<file path="src/hw/lockstep_settings.svh">
`ifndef LOCKSTEP_SETTINGS_SVH
`define LOCKSTEP_SETTINGS_SVH

// ====================================================================
// Observed channel widths
// ====================================================================
`define LS_ADDR_W          32
`define LS_DATA_W          64
`define LS_RESP_W          2

// Error code word and snapshot slice width
`define LS_CODE_W          32
`define LS_HALF_W          16

// ====================================================================
// Self-test schedule, counter values while active
// ====================================================================
`define LS_CNT_W           8
`define LS_ST_INJECT_AT    10
`define LS_ST_SAMPLE_AT    20
`define LS_ST_RELEASE_AT   30
`define LS_ST_END_AT       50

// Class field sits in the upper half of the code
`define LS_CLASS_LSB       16

`endif

</file>
<file path="src/hw/lockstep_pkg.sv">
package lockstep_pkg;

    // ====================================================================
    // Self-test step machine
    // ====================================================================
    typedef enum logic [2:0] {
        // Waiting for test_mode_i
        ST_IDLE        = 3'd0,
        // Counting up to the injection point
        ST_WAIT_INJECT = 3'd1,
        // Fault forced, waiting for the grading point
        ST_SAMPLE      = 3'd2,
        // Injection dropped, comparator settling
        ST_RELEASE     = 3'd3,
        // Quiet tail before done
        ST_DRAIN       = 3'd4
    } st_step_e;

    // ====================================================================
    // Error class, upper half of the error code
    // ====================================================================
    typedef enum logic [15:0] {
        // No mismatch and no self-test running
        ERR_NONE     = 16'd0,
        // Read address differs
        ERR_ADDR     = 16'd1,
        // Read data differs
        ERR_RDATA    = 16'd2,
        // Read response differs
        ERR_RRESP    = 16'd3,
        // Read valid differs
        ERR_RVALID   = 16'd4,
        // Self-test progress report
        ERR_SELFTEST = 16'd6
    } err_class_e;

endpackage

</file>
<file path="src/hw/lockstep_cmp_if.sv">
`timescale 1ns/1ns

`include "lockstep_settings.svh"

interface lockstep_cmp_if;

    // Mismatch flags after fault injection
    logic addr_mm;
    logic rdata_mm;
    logic rresp_mm;
    logic rvalid_mm;

    // OR of the four flags
    logic any_mm;

    // Operand snapshots, primary half on top
    logic [2*`LS_HALF_W-1:0] addr_snap;
    logic [2*`LS_HALF_W-1:0] rdata_snap;
    logic [2*`LS_RESP_W-1:0] rresp_snap;

    // Comparator side
    modport cmp (
        output addr_mm,
        output rdata_mm,
        output rresp_mm,
        output rvalid_mm,
        output any_mm,
        output addr_snap,
        output rdata_snap,
        output rresp_snap
    );

    // Sequencer and encoder side
    modport rd (
        input addr_mm,
        input rdata_mm,
        input rresp_mm,
        input rvalid_mm,
        input any_mm,
        input addr_snap,
        input rdata_snap,
        input rresp_snap
    );

endinterface

</file>
<file path="src/hw/error_code_gen.sv">
`timescale 1ns/1ns

`include "lockstep_settings.svh"

module error_code_gen (
    input  logic                  clk_i,
    input  logic                  rst_n_i,

    lockstep_cmp_if.rd            cmp,

    // Self-test progress
    input  logic                  st_active_i,
    input  logic [`LS_CNT_W-1:0]  st_count_i,

    output logic                  error_reg_o,
    output logic [`LS_CODE_W-1:0] error_code_o
);

    import lockstep_pkg::*;

    err_class_e            code_class;
    logic [`LS_CODE_W-1:0] class_word;
    logic [`LS_CODE_W-1:0] code_low;
    logic [`LS_CODE_W-1:0] code_next;

    // ====================================================================
    // Priority encoder
    // ====================================================================
    always_comb begin
        code_class = ERR_NONE;
        code_low   = '0;
        if (cmp.addr_mm) begin
            // Address first
            code_class                   = ERR_ADDR;
            code_low[2*`LS_HALF_W-1:0] = cmp.addr_snap;
        end else if (cmp.rdata_mm) begin
            code_class                   = ERR_RDATA;
            code_low[2*`LS_HALF_W-1:0] = cmp.rdata_snap;
        end else if (cmp.rresp_mm) begin
            // Responses in the low 4 bits
            code_class                   = ERR_RRESP;
            code_low[2*`LS_RESP_W-1:0] = cmp.rresp_snap;
        end else if (cmp.rvalid_mm) begin
            // No operand for valid
            code_class = ERR_RVALID;
        end else if (st_active_i) begin
            // Quiet self-test reports its counter
            code_class                = ERR_SELFTEST;
            code_low[`LS_CNT_W-1:0] = st_count_i;
        end
    end

    // Class placed at its field position
    always_comb begin
        class_word = '0;
        class_word[`LS_CLASS_LSB +: $bits(err_class_e)] = code_class;
    end

    // Operand bits share the word with the class field
    assign code_next = class_word | code_low;

    // ====================================================================
    // Output registers
    // ====================================================================
    always_ff @(posedge clk_i or negedge rst_n_i) begin
        if (!rst_n_i) begin
            error_reg_o  <= 1'b0;
            error_code_o <= '0;
        end else begin
            // Not sticky, follows the flag a cycle late
            error_reg_o  <= cmp.any_mm;
            error_code_o <= code_next;
        end
    end

endmodule

</file>
<file path="src/hw/lockstep_compare.sv">
`timescale 1ns/1ns

`include "lockstep_settings.svh"

module lockstep_compare (
    input  logic                  clk_i,
    input  logic                  rst_n_i,

    // Primary channel
    input  logic [`LS_ADDR_W-1:0] pri_araddr_i,
    input  logic                  pri_arvalid_i,
    input  logic [`LS_DATA_W-1:0] pri_rdata_i,
    input  logic [`LS_RESP_W-1:0] pri_rresp_i,
    input  logic                  pri_rvalid_i,

    // Shadow channel, one cycle ahead of the primary
    input  logic [`LS_ADDR_W-1:0] sdw_araddr_i,
    input  logic                  sdw_arvalid_i,
    input  logic [`LS_DATA_W-1:0] sdw_rdata_i,
    input  logic [`LS_RESP_W-1:0] sdw_rresp_i,
    input  logic                  sdw_rvalid_i,

    // Fault injection controls
    input  logic                  inject_i,
    input  logic                  stuck_at_0_i,
    input  logic                  stuck_at_1_i,

    lockstep_cmp_if.cmp           cmp,

    output logic                  error_o
);

    // Aligned shadow fields
    logic [`LS_ADDR_W-1:0] sdw_araddr_q;
    logic                  sdw_arvalid_q;
    logic [`LS_DATA_W-1:0] sdw_rdata_q;
    logic [`LS_RESP_W-1:0] sdw_rresp_q;
    logic                  sdw_rvalid_q;

    // Raw mismatches before forcing
    logic addr_raw;
    logic rdata_raw;
    logic rresp_raw;
    logic rvalid_raw;

    // ====================================================================
    // Shadow alignment register
    // ====================================================================
    // Valid qualifiers, cleared by reset
    always_ff @(posedge clk_i or negedge rst_n_i) begin
        if (!rst_n_i) begin
            sdw_arvalid_q <= 1'b0;
            sdw_rvalid_q  <= 1'b0;
        end else begin
            sdw_arvalid_q <= sdw_arvalid_i;
            sdw_rvalid_q  <= sdw_rvalid_i;
        end
    end

    // Payload fields, sampled every cycle
    always_ff @(posedge clk_i) begin
        sdw_araddr_q <= sdw_araddr_i;
        sdw_rdata_q  <= sdw_rdata_i;
        sdw_rresp_q  <= sdw_rresp_i;
    end

    // ====================================================================
    // Raw field comparison
    // ====================================================================
    // Address only meaningful with shadow address valid
    assign addr_raw   = sdw_arvalid_q && (pri_araddr_i != sdw_araddr_q);
    // Data and response qualified by shadow read valid
    assign rdata_raw  = sdw_rvalid_q && (pri_rdata_i != sdw_rdata_q);
    assign rresp_raw  = sdw_rvalid_q && (pri_rresp_i != sdw_rresp_q);
    // Valid compared on its own
    assign rvalid_raw = pri_rvalid_i != sdw_rvalid_q;

    // ====================================================================
    // Stuck-at forcing
    // ====================================================================
    always_comb begin
        if (inject_i && stuck_at_0_i) begin
            // Stuck at 0 wins over stuck at 1
            cmp.addr_mm   = 1'b0;
            cmp.rdata_mm  = 1'b0;
            cmp.rresp_mm  = 1'b0;
            cmp.rvalid_mm = 1'b0;
        end else if (inject_i && stuck_at_1_i) begin
            cmp.addr_mm   = 1'b1;
            cmp.rdata_mm  = 1'b1;
            cmp.rresp_mm  = 1'b1;
            cmp.rvalid_mm = 1'b1;
        end else begin
            // Normal checking
            cmp.addr_mm   = addr_raw;
            cmp.rdata_mm  = rdata_raw;
            cmp.rresp_mm  = rresp_raw;
            cmp.rvalid_mm = rvalid_raw;
        end
    end

    assign cmp.any_mm = cmp.addr_mm || cmp.rdata_mm || cmp.rresp_mm || cmp.rvalid_mm;

    // Snapshots are never forced
    assign cmp.addr_snap  = {pri_araddr_i[`LS_HALF_W-1:0], sdw_araddr_q[`LS_HALF_W-1:0]};
    assign cmp.rdata_snap = {pri_rdata_i[`LS_HALF_W-1:0], sdw_rdata_q[`LS_HALF_W-1:0]};
    assign cmp.rresp_snap = {pri_rresp_i, sdw_rresp_q};

    // Immediate error, same cycle as the compare
    assign error_o = cmp.any_mm;

endmodule

</file>
<file path="src/hw/lockstep_top.sv">
`timescale 1ns/1ns

`include "lockstep_settings.svh"

module lockstep_top (
    input  logic                  clk_i,
    input  logic                  rst_n_i,

    // ====================================================================
    // Observation channels
    // ====================================================================
    input  logic [`LS_ADDR_W-1:0] pri_araddr_i,
    input  logic                  pri_arvalid_i,
    input  logic [`LS_DATA_W-1:0] pri_rdata_i,
    input  logic [`LS_RESP_W-1:0] pri_rresp_i,
    input  logic                  pri_rvalid_i,

    input  logic [`LS_ADDR_W-1:0] sdw_araddr_i,
    input  logic                  sdw_arvalid_i,
    input  logic [`LS_DATA_W-1:0] sdw_rdata_i,
    input  logic [`LS_RESP_W-1:0] sdw_rresp_i,
    input  logic                  sdw_rvalid_i,

    // ====================================================================
    // Self-test controls and error reporting
    // ====================================================================
    input  logic                  test_mode_i,
    input  logic                  stuck_at_0_i,
    input  logic                  stuck_at_1_i,

    output logic                  error_o,
    output logic                  error_reg_o,
    output logic [`LS_CODE_W-1:0] error_code_o,
    output logic                  self_test_pass_o,
    output logic                  self_test_done_o
);

    // Sequencer to comparator and encoder
    logic                 inject;
    logic                 st_active;
    logic [`LS_CNT_W-1:0] st_count;

    // Comparator result bundle
    lockstep_cmp_if u_cmp_if ();

    lockstep_compare u_compare (
        .clk_i         (clk_i),
        .rst_n_i       (rst_n_i),
        .pri_araddr_i  (pri_araddr_i),
        .pri_arvalid_i (pri_arvalid_i),
        .pri_rdata_i   (pri_rdata_i),
        .pri_rresp_i   (pri_rresp_i),
        .pri_rvalid_i  (pri_rvalid_i),
        .sdw_araddr_i  (sdw_araddr_i),
        .sdw_arvalid_i (sdw_arvalid_i),
        .sdw_rdata_i   (sdw_rdata_i),
        .sdw_rresp_i   (sdw_rresp_i),
        .sdw_rvalid_i  (sdw_rvalid_i),
        .inject_i      (inject),
        .stuck_at_0_i  (stuck_at_0_i),
        .stuck_at_1_i  (stuck_at_1_i),
        .cmp           (u_cmp_if.cmp),
        .error_o       (error_o)
    );

    self_test_seq u_self_test (
        .clk_i            (clk_i),
        .rst_n_i          (rst_n_i),
        .test_mode_i      (test_mode_i),
        .cmp              (u_cmp_if.rd),
        .inject_o         (inject),
        .st_active_o      (st_active),
        .st_count_o       (st_count),
        .self_test_pass_o (self_test_pass_o),
        .self_test_done_o (self_test_done_o)
    );

    error_code_gen u_error_code (
        .clk_i        (clk_i),
        .rst_n_i      (rst_n_i),
        .cmp          (u_cmp_if.rd),
        .st_active_i  (st_active),
        .st_count_i   (st_count),
        .error_reg_o  (error_reg_o),
        .error_code_o (error_code_o)
    );

endmodule

</file>
<file path="src/hw/self_test_seq.sv">
`timescale 1ns/1ns

`include "lockstep_settings.svh"

module self_test_seq (
    input  logic                 clk_i,
    input  logic                 rst_n_i,
    input  logic                 test_mode_i,

    lockstep_cmp_if.rd           cmp,

    output logic                 inject_o,
    output logic                 st_active_o,
    output logic [`LS_CNT_W-1:0] st_count_o,
    output logic                 self_test_pass_o,
    output logic                 self_test_done_o
);

    import lockstep_pkg::*;

    st_step_e             step_q;
    logic [`LS_CNT_W-1:0] count_q;
    logic                 active_q;
    logic                 inject_q;
    logic                 pass_q;

    // ====================================================================
    // Step machine
    // ====================================================================
    always_ff @(posedge clk_i or negedge rst_n_i) begin
        if (!rst_n_i) begin
            step_q   <= ST_IDLE;
            count_q  <= '0;
            active_q <= 1'b0;
            inject_q <= 1'b0;
            pass_q   <= 1'b0;
        end else if (!active_q) begin
            // Idle until test mode is requested
            if (test_mode_i) begin
                active_q <= 1'b1;
                step_q   <= ST_WAIT_INJECT;
                count_q  <= '0;
                inject_q <= 1'b0;
                // Presumed good until grading says otherwise
                pass_q   <= 1'b1;
            end
        end else begin
            // Free-running while active
            count_q <= count_q + 1'b1;

            case (step_q)
                ST_WAIT_INJECT: begin
                    // Open injection window
                    if (count_q == `LS_ST_INJECT_AT) begin
                        inject_q <= 1'b1;
                        step_q   <= ST_SAMPLE;
                    end
                end
                ST_SAMPLE: begin
                    // Forced fault must show on the OR flag
                    if (count_q == `LS_ST_SAMPLE_AT) begin
                        if (!cmp.any_mm) begin
                            pass_q <= 1'b0;
                        end
                        step_q <= ST_RELEASE;
                    end
                end
                ST_RELEASE: begin
                    // Injection drops on first release edge
                    inject_q <= 1'b0;
                    if (count_q == `LS_ST_RELEASE_AT) begin
                        step_q <= ST_DRAIN;
                    end
                end
                ST_DRAIN: begin
                    // End of test
                    if (count_q == `LS_ST_END_AT) begin
                        active_q <= 1'b0;
                        step_q   <= ST_IDLE;
                    end
                end
                default: begin
                    step_q <= ST_IDLE;
                end
            endcase
        end
    end

    // Outputs straight from state
    assign inject_o         = inject_q;
    assign st_active_o      = active_q;
    assign st_count_o       = count_q;
    assign self_test_pass_o = pass_q;
    assign self_test_done_o = !active_q;

endmodule

</file>
<file path="config.mk">
export PLATFORM = sky130hd
export DESIGN_NAME = lockstep_top
export DESIGN_NICKNAME = d
export VERILOG_FILES = /design/src/hw/lockstep_pkg.sv /design/src/hw/lockstep_cmp_if.sv /design/src/hw/error_code_gen.sv /design/src/hw/lockstep_compare.sv /design/src/hw/lockstep_top.sv /design/src/hw/self_test_seq.sv
export VERILOG_INCLUDE_DIRS = /design/src /design/src/hw
export SDC_FILE = /design/constraint.sdc
export NUM_CORES = 1
export LEC_CHECK = 0
export CORE_MARGIN = 5
export CORE_UTILIZATION = 55
export CTS_CLUSTER_SIZE = 40
export DETAILED_ROUTE_END_ITERATION = 10
export DONT_BUFFER_PORTS = 1
export GPL_ROUTABILITY_DRIVEN = 0
export MAX_ROUTING_LAYER = met4
export PLACE_DENSITY = 0.69
export SYNTH_ARGS = -nofsm -noshare
export SYNTH_HDL_FRONTEND = slang
export SYNTH_SLANG_ARGS = --single-unit
</file>
<file path="constraint.sdc">
create_clock -name clk_i -period 4.6 [get_ports clk_i]
set_input_delay 0.46 -clock clk_i [delete_from_list [all_inputs] [get_ports clk_i]]
set_output_delay 0.46 -clock clk_i [all_outputs]
set_load 0.02 [all_outputs]
</file>
# After elaboration in Yosys (flattened, before gate mapping)
# Index checks and enable logic that the tools add are counted.
# word_totals
ff_bits	147
# classes
addsub	1
n_mux	42
n_reduce_logical	13
bitwise	1
eq_ne	20
# op_table
operator	n
2-to-1 mux 16 bit	4
!= test 64 bit	1
2-to-1 mux 8 bit	5
2-to-1 mux 32 bit	1
!= test 32 bit	1
OR 32 bit	1
2-to-1 mux 24 bit	1
2-to-1 mux 3 bit	7
2-to-1 mux 1 bit	20
equality test 8 x 5 -> 1 bit (second input constant)	2
!= test 3 bit (second input constant)	5
case mux 3 bit (4 select lines)	1
adder 8 x 1 -> 8 bit (second input constant)	1
equality test 8 x 4 -> 1 bit (second input constant)	1
equality test 8 x 6 -> 1 bit (second input constant)	1
2-to-1 mux 4 bit	2
equality test 3 x 2 -> 1 bit (second input constant)	2
!= test 2 bit (second input constant)	3
logical AND 1 bit	5
AND reduction 5 bit	1
AND reduction 4 bit	1
equality test 3 x 1 -> 1 bit (second input constant)	1
equality test 3 bit (second input constant)	1
logical OR 1 bit	3
6 further kinds	6

# Longest topological paths before layout
# depth
depth_word	11
mapped_depth	9
depth_no_buf	8

# Cells and area by module
# Synthesis repeated with hierarchy kept, for this count alone.
# unflattened
hier_cells	490
hier_area_um2	5784.3
# by_module_without_submodules
mod	area_per_inst_um2	n_inst	seq_area_each_um2	cells_each
lockstep_compare	3641.0	1	2011.9	308
error_code_gen	1308.8	1	825.8	96
self_test_seq	834.6	1	350.3	86

# Worst setup path after synthesis
# No wires, ideal clock.
# synth_path
path_kind	input port to output port
from	input port pri_araddr_i[6]
to	output port error_o
required_ps	4140
cell_stages	5
arrival_time_ps	1893
setup_slack_ps	2247
cell_sequence	xor2_1 -> nor4_1 -> nand2_1 -> o41a_1 -> o41a_1
# synth_via
elab_chain_cells	7
# synth_lines
element	line	rtl
from (decl)	lockstep_top.sv:12	input logic [`LS_ADDR_W-1:0] pri_araddr_i,
!= test 32 bit	lockstep_compare.sv:71	assign addr_raw = sdw_arvalid_q && (pri_araddr_i != sdw_araddr_q);
logical AND 1 bit	lockstep_compare.sv:71	
2-to-1 mux 1 bit	lockstep_compare.sv:88	end else if (inject_i && stuck_at_1_i) begin
2-to-1 mux 1 bit	lockstep_compare.sv:82	if (inject_i && stuck_at_0_i) begin
logical OR 1 bit (3 in a row)	lockstep_compare.sv:102	assign cmp.any_mm = cmp.addr_mm || cmp.rdata_mm || cmp.rresp_mm || cmp.rvalid_mm;
to (decl)	lockstep_top.sv:31	output logic error_o,
# No other way between the ends.

# Final worst setup path
# layout_path
from	register u_compare.sdw_rdata_q[55]
to	output port error_o
# layout_via
elab_chain_cells	7
# layout_lines
element	line	rtl
from (decl)	lockstep_compare.sv:36	logic [`LS_DATA_W-1:0] sdw_rdata_q;
from (signal assigned)	lockstep_compare.sv:63	sdw_rdata_q <= sdw_rdata_i;
!= test 64 bit	lockstep_compare.sv:73	assign rdata_raw = sdw_rvalid_q && (pri_rdata_i != sdw_rdata_q);
logical AND 1 bit	lockstep_compare.sv:73	
2-to-1 mux 1 bit	lockstep_compare.sv:88	
2-to-1 mux 1 bit	lockstep_compare.sv:82	
logical OR 1 bit (3 in a row)	lockstep_compare.sv:102	
# No other way between the ends.

==> flow_metrics.py <==
metrics = {
    "run_status": {
        "outcome": "complete, no violations",
    },
    "synth": {
        "synth_nets": 648,
        "ys_ff_latch": 147,
        "postSynth.topFlopCell": "dfxtp_1",
        "synth-adder-area-share": 0.00710,
        "seq_area_frac_synth": 0.603,
        "postSynthCellCount": 440,
        "yosys.area_share.simple": 0.0927,
        "muxShareOfSynthArea": 0.00402,
        "syn_area_per_cell_um2": 12.0,
        "ys_warn_count": 0,
        "synth_top_family_by_area": "XOR/XNOR gates",
        "yosys.area.top_type": "dfxtp_1",
        "synth_edf_count": 0,
        "synth_xor_area_frac": 0.171,
        "synth_top_area_share": 0.371,
        "synthTopCellsByArea": "dfxtp_1, dfrtp_1, xnor2_1",
        "synth_compound_area_frac": 0.104,
        "async_flop_share": 0.333,
        "syn-cell-area_um2": 5290,
        "yosysUniqueCellTypes": 41,
    },
    "floorplan": {
        "die_h_um": 108,
        "dieArea_um2": 11700,
        "row_count": 35,
        "die_x_um": 108,
        "start_util": 0.567,
        "ios": 241,
        "core_area_um2": 9330,
    },
    "layout": {
        "final_nets": 757,
        "synthToLayoutAreaGrowth_pct": 33.2,
        "postLayoutCellArea_um2": 7050,
        "instances_no_fill": 691,
        "diodes": 0,
        "drive_gt1_frac": 0.0658,
    },
    "routing": {
        "drtIter0Drc": 152,
        "via_count": 3795,
        "antenna_left": 0,
        "firstDrtPassIters": 4,
        "drt-total-wl_um": 15800,
        "avgRoutedWirePerCell_um": 22.8,
        "viasPerCell": 5.49,
        "remaining_drc_errors": 0,
    },
    "timing": {
        "tightest_slew_ns": 0.989,
        "finalCriticalPeriod_ns": 3.35,
        "grt_setup_unrepaired": "no",
        "hold_viol": 0,
        "maxSlewHeadroom": 0.339,
        "skew_ns": 0.0120,
        "min_period_over_period": 0.729,
        "fmax_ghz": 0.298,
        "setup_viol": 0,
        "setup_tns_ns": 0,
        "finalMaxSlewViolations": 0,
    },
    "placement": {
        "placed_cell_area_um2": 5390,
        "place_inst": 557,
        "dp.final_hpwl_um": 10200,
        "placement.io_buffers": 0,
    },
    "flow_run": {
        "maxCapViolCount": 0,
    },
    "power": {
        "p_leak_uw": 0.00288,
        "powerDensity_nw_per_um2": 528,
        "ir_worst_vdd_mv": 0.364,
    },
    "critical_path": {
        "rr_endpoint": "u_error_code.error_code_o[7]",
        "critPathKind": "flop to output port",
        "reg2reg_from": "u_compare.sdw_araddr_q[22]",
        "reg2regPathDepth": 8,
        "crit_path_max_fanout": 4,
        "endpoint_kind": "output port",
        "cp_data_required_time_ns": 4.14,
        "cp-endpoint": "error_o",
        "reg2reg_setup_slack_ns": 1.53,
        "worstPathArrival_ns": 2.89,
        "worst_setup_path_start_kind": "flop",
        "timing.critical_path.from": "u_compare.sdw_rdata_q[55]",
    },
    "global_route": {
        "use_met3": 0.102,
        "use_met1": 0.279,
        "antenna_found_initial": 0,
        "grt_pass1_vias": 4222,
        "grt.busiest_layer": "met2",
        "grt_pass1_wl_um": 23200,
        "grt_use_total": 0.278,
        "grt_use_met2": 0.486,
        "grt_max_degree": 50,
        "grt_overflow": 0,
    },
    "clock_network": {
        "cts_tree": "built",
        "htreeDepth": 4,
        "clk_pin_slew_ns": 0.06,
        "cts_root_buf": "clkbuf_8",
        "clkSinkCount": 147,
        "clock_latency_ns": 0.51,
        "post-cts-setup-buffers": 0,
        "cts_made_buffers": 17,
        "cts_buffer_depth": 2,
    },
    "worst_hold_path": {
        "hold_path_class": "input pin to flop",
    },
}
[critical path: stages (launching register included)]
cell     delay [ns]
dfxtp_1        0.31
xnor2_1        0.20
nand4_1        0.13
nor4_1         0.57
nand4_1        0.32
and2_1         0.27
o41a_1         0.57
[layout by cell type (no fill, tap or decap), drive strengths merged, types with 2 or more instances in the layout]
cell type      n
clkbuf        22
inv            9
nor4          12
nor3           4
nand3b         2
nor2          11
buf            2
dlygate4sd3  101
xor2          36
and2           3
xnor2         67
o41a           2
a22oi          3
nand4         18
clkinv         5
bufinv         2
a21o           8
and3           3
nand2         29
or3            2
a21oi          4
nand3          6
o21ai         12
a22o          29
dfxtp         98
dfrtp         49
ha             3
o22ai          5
[layer usage]
layer / vias up / routed length (µm)
met3: 35 / 1630
met2: 203 / 8060
met4: 0 / 497
met1: 1814 / 5560
li1: 1743 / -
met5: - / 0
[stage by stage]
step            util  power (µW)  hold slack, ns  worst slack, ns
2_1_floorplan      -        2130           0.164             2.25
3_3_place_gp   0.578        2230           0.166             1.49
3_5_place_dp   0.578        2260           0.166             1.40
4_1_cts        0.755        3730          0.0153             1.22
5_1_grt        0.755        3890         0.00401             1.08
6_report       0.755        3720          0.0354             1.25
[kinds of logic after synthesis]
group | after synthesis
flip-flops | 147
XOR/XNOR | 103
AND/OR/NAND/NOR | 95
AO/OA/AOI/OAI | 70
buffers and inverters | 20
adder cells (fa/ha/maj) | 3
multiplexers | 2
[synth_stat cells (2+ instances only)]
master,number
xor2_1,36
nand4_1,18
nor3_1,4
buf_4,3
xnor2_1,67
buf_6,2
inv_1,7
dfxtp_1,98
nand3b_1,2
ha_1,3
o41a_1,2
a22oi_1,3
and2_1,3
nand2_1,29
nor2_1,11
nand3_1,6
clkbuf_1,8
nor4_1,12
a22o_1,29
a21o_1,8
dfrtp_1,49
a21oi_1,4
and3_1,3
o22ai_1,5
or3_1,2
o21ai_0,11
[registers in the layout, summed over array words and instances (netlist names)]
signal and count:
u_self_test.st_count_o 8, u_compare.sdw_arvalid_q 1, u_compare.sdw_rresp_q 2, u_error_code.error_reg_o 1
u_compare.sdw_rdata_q 64, u_self_test.self_test_pass_o 1, u_error_code.error_code_o 32, u_self_test.inject_o 1
u_self_test.step_q 3, u_compare.sdw_araddr_q 32, u_self_test.st_active_o 1, u_compare.sdw_rvalid_q 1
[repair_timing]
item,in CTS,in global routing
gates resized for setup,0,0
hold buffers,102,0
endpoints found under the hold margin,149,0
[worst min path at each step]
stage / from / end / slack, ns / depth (start not counted)
4_1_cts: test_mode_i / u_self_test.st_count_o[1] / 0.02 / 1
3_3_place_gp: rst_n_i / u_error_code.error_code_o[20] / 0.17 / 0
5_1_grt: test_mode_i / u_self_test.st_count_o[1] / 0.004 / 1
3_5_place_dp: rst_n_i / u_error_code.error_code_o[21] / 0.17 / 0
2_1_floorplan: rst_n_i / u_compare.sdw_arvalid_q / 0.16 / 0
6_report: test_mode_i / u_self_test.st_count_o[1] / 0.04 / 1
[power breakdown]
group | switching (µW) | leakage (µW) | internal [µW] | total, µW
combinational | 297 | 0.00116 | 306 | 603
clock | 526 | 0.000301 | 872 | 1400
sequential | 261 | 0.00142 | 1460 | 1720
total | 1080 | 0.00288 | 2640 | 3720
[final cells by class]
type / count / area (µm²)
Fill cell: 599 / 2280
Sequential cell: 147 / 3190
Timing Repair Buffer: 103 / 1050
Multi-Input combinational cell: 273 / 2010
Inverter: 7 / 26.3
Clock inverter: 10 / 119
Clock buffer: 22 / 497
Tap cell: 129 / 161
(Power assumes the default switching activity.)
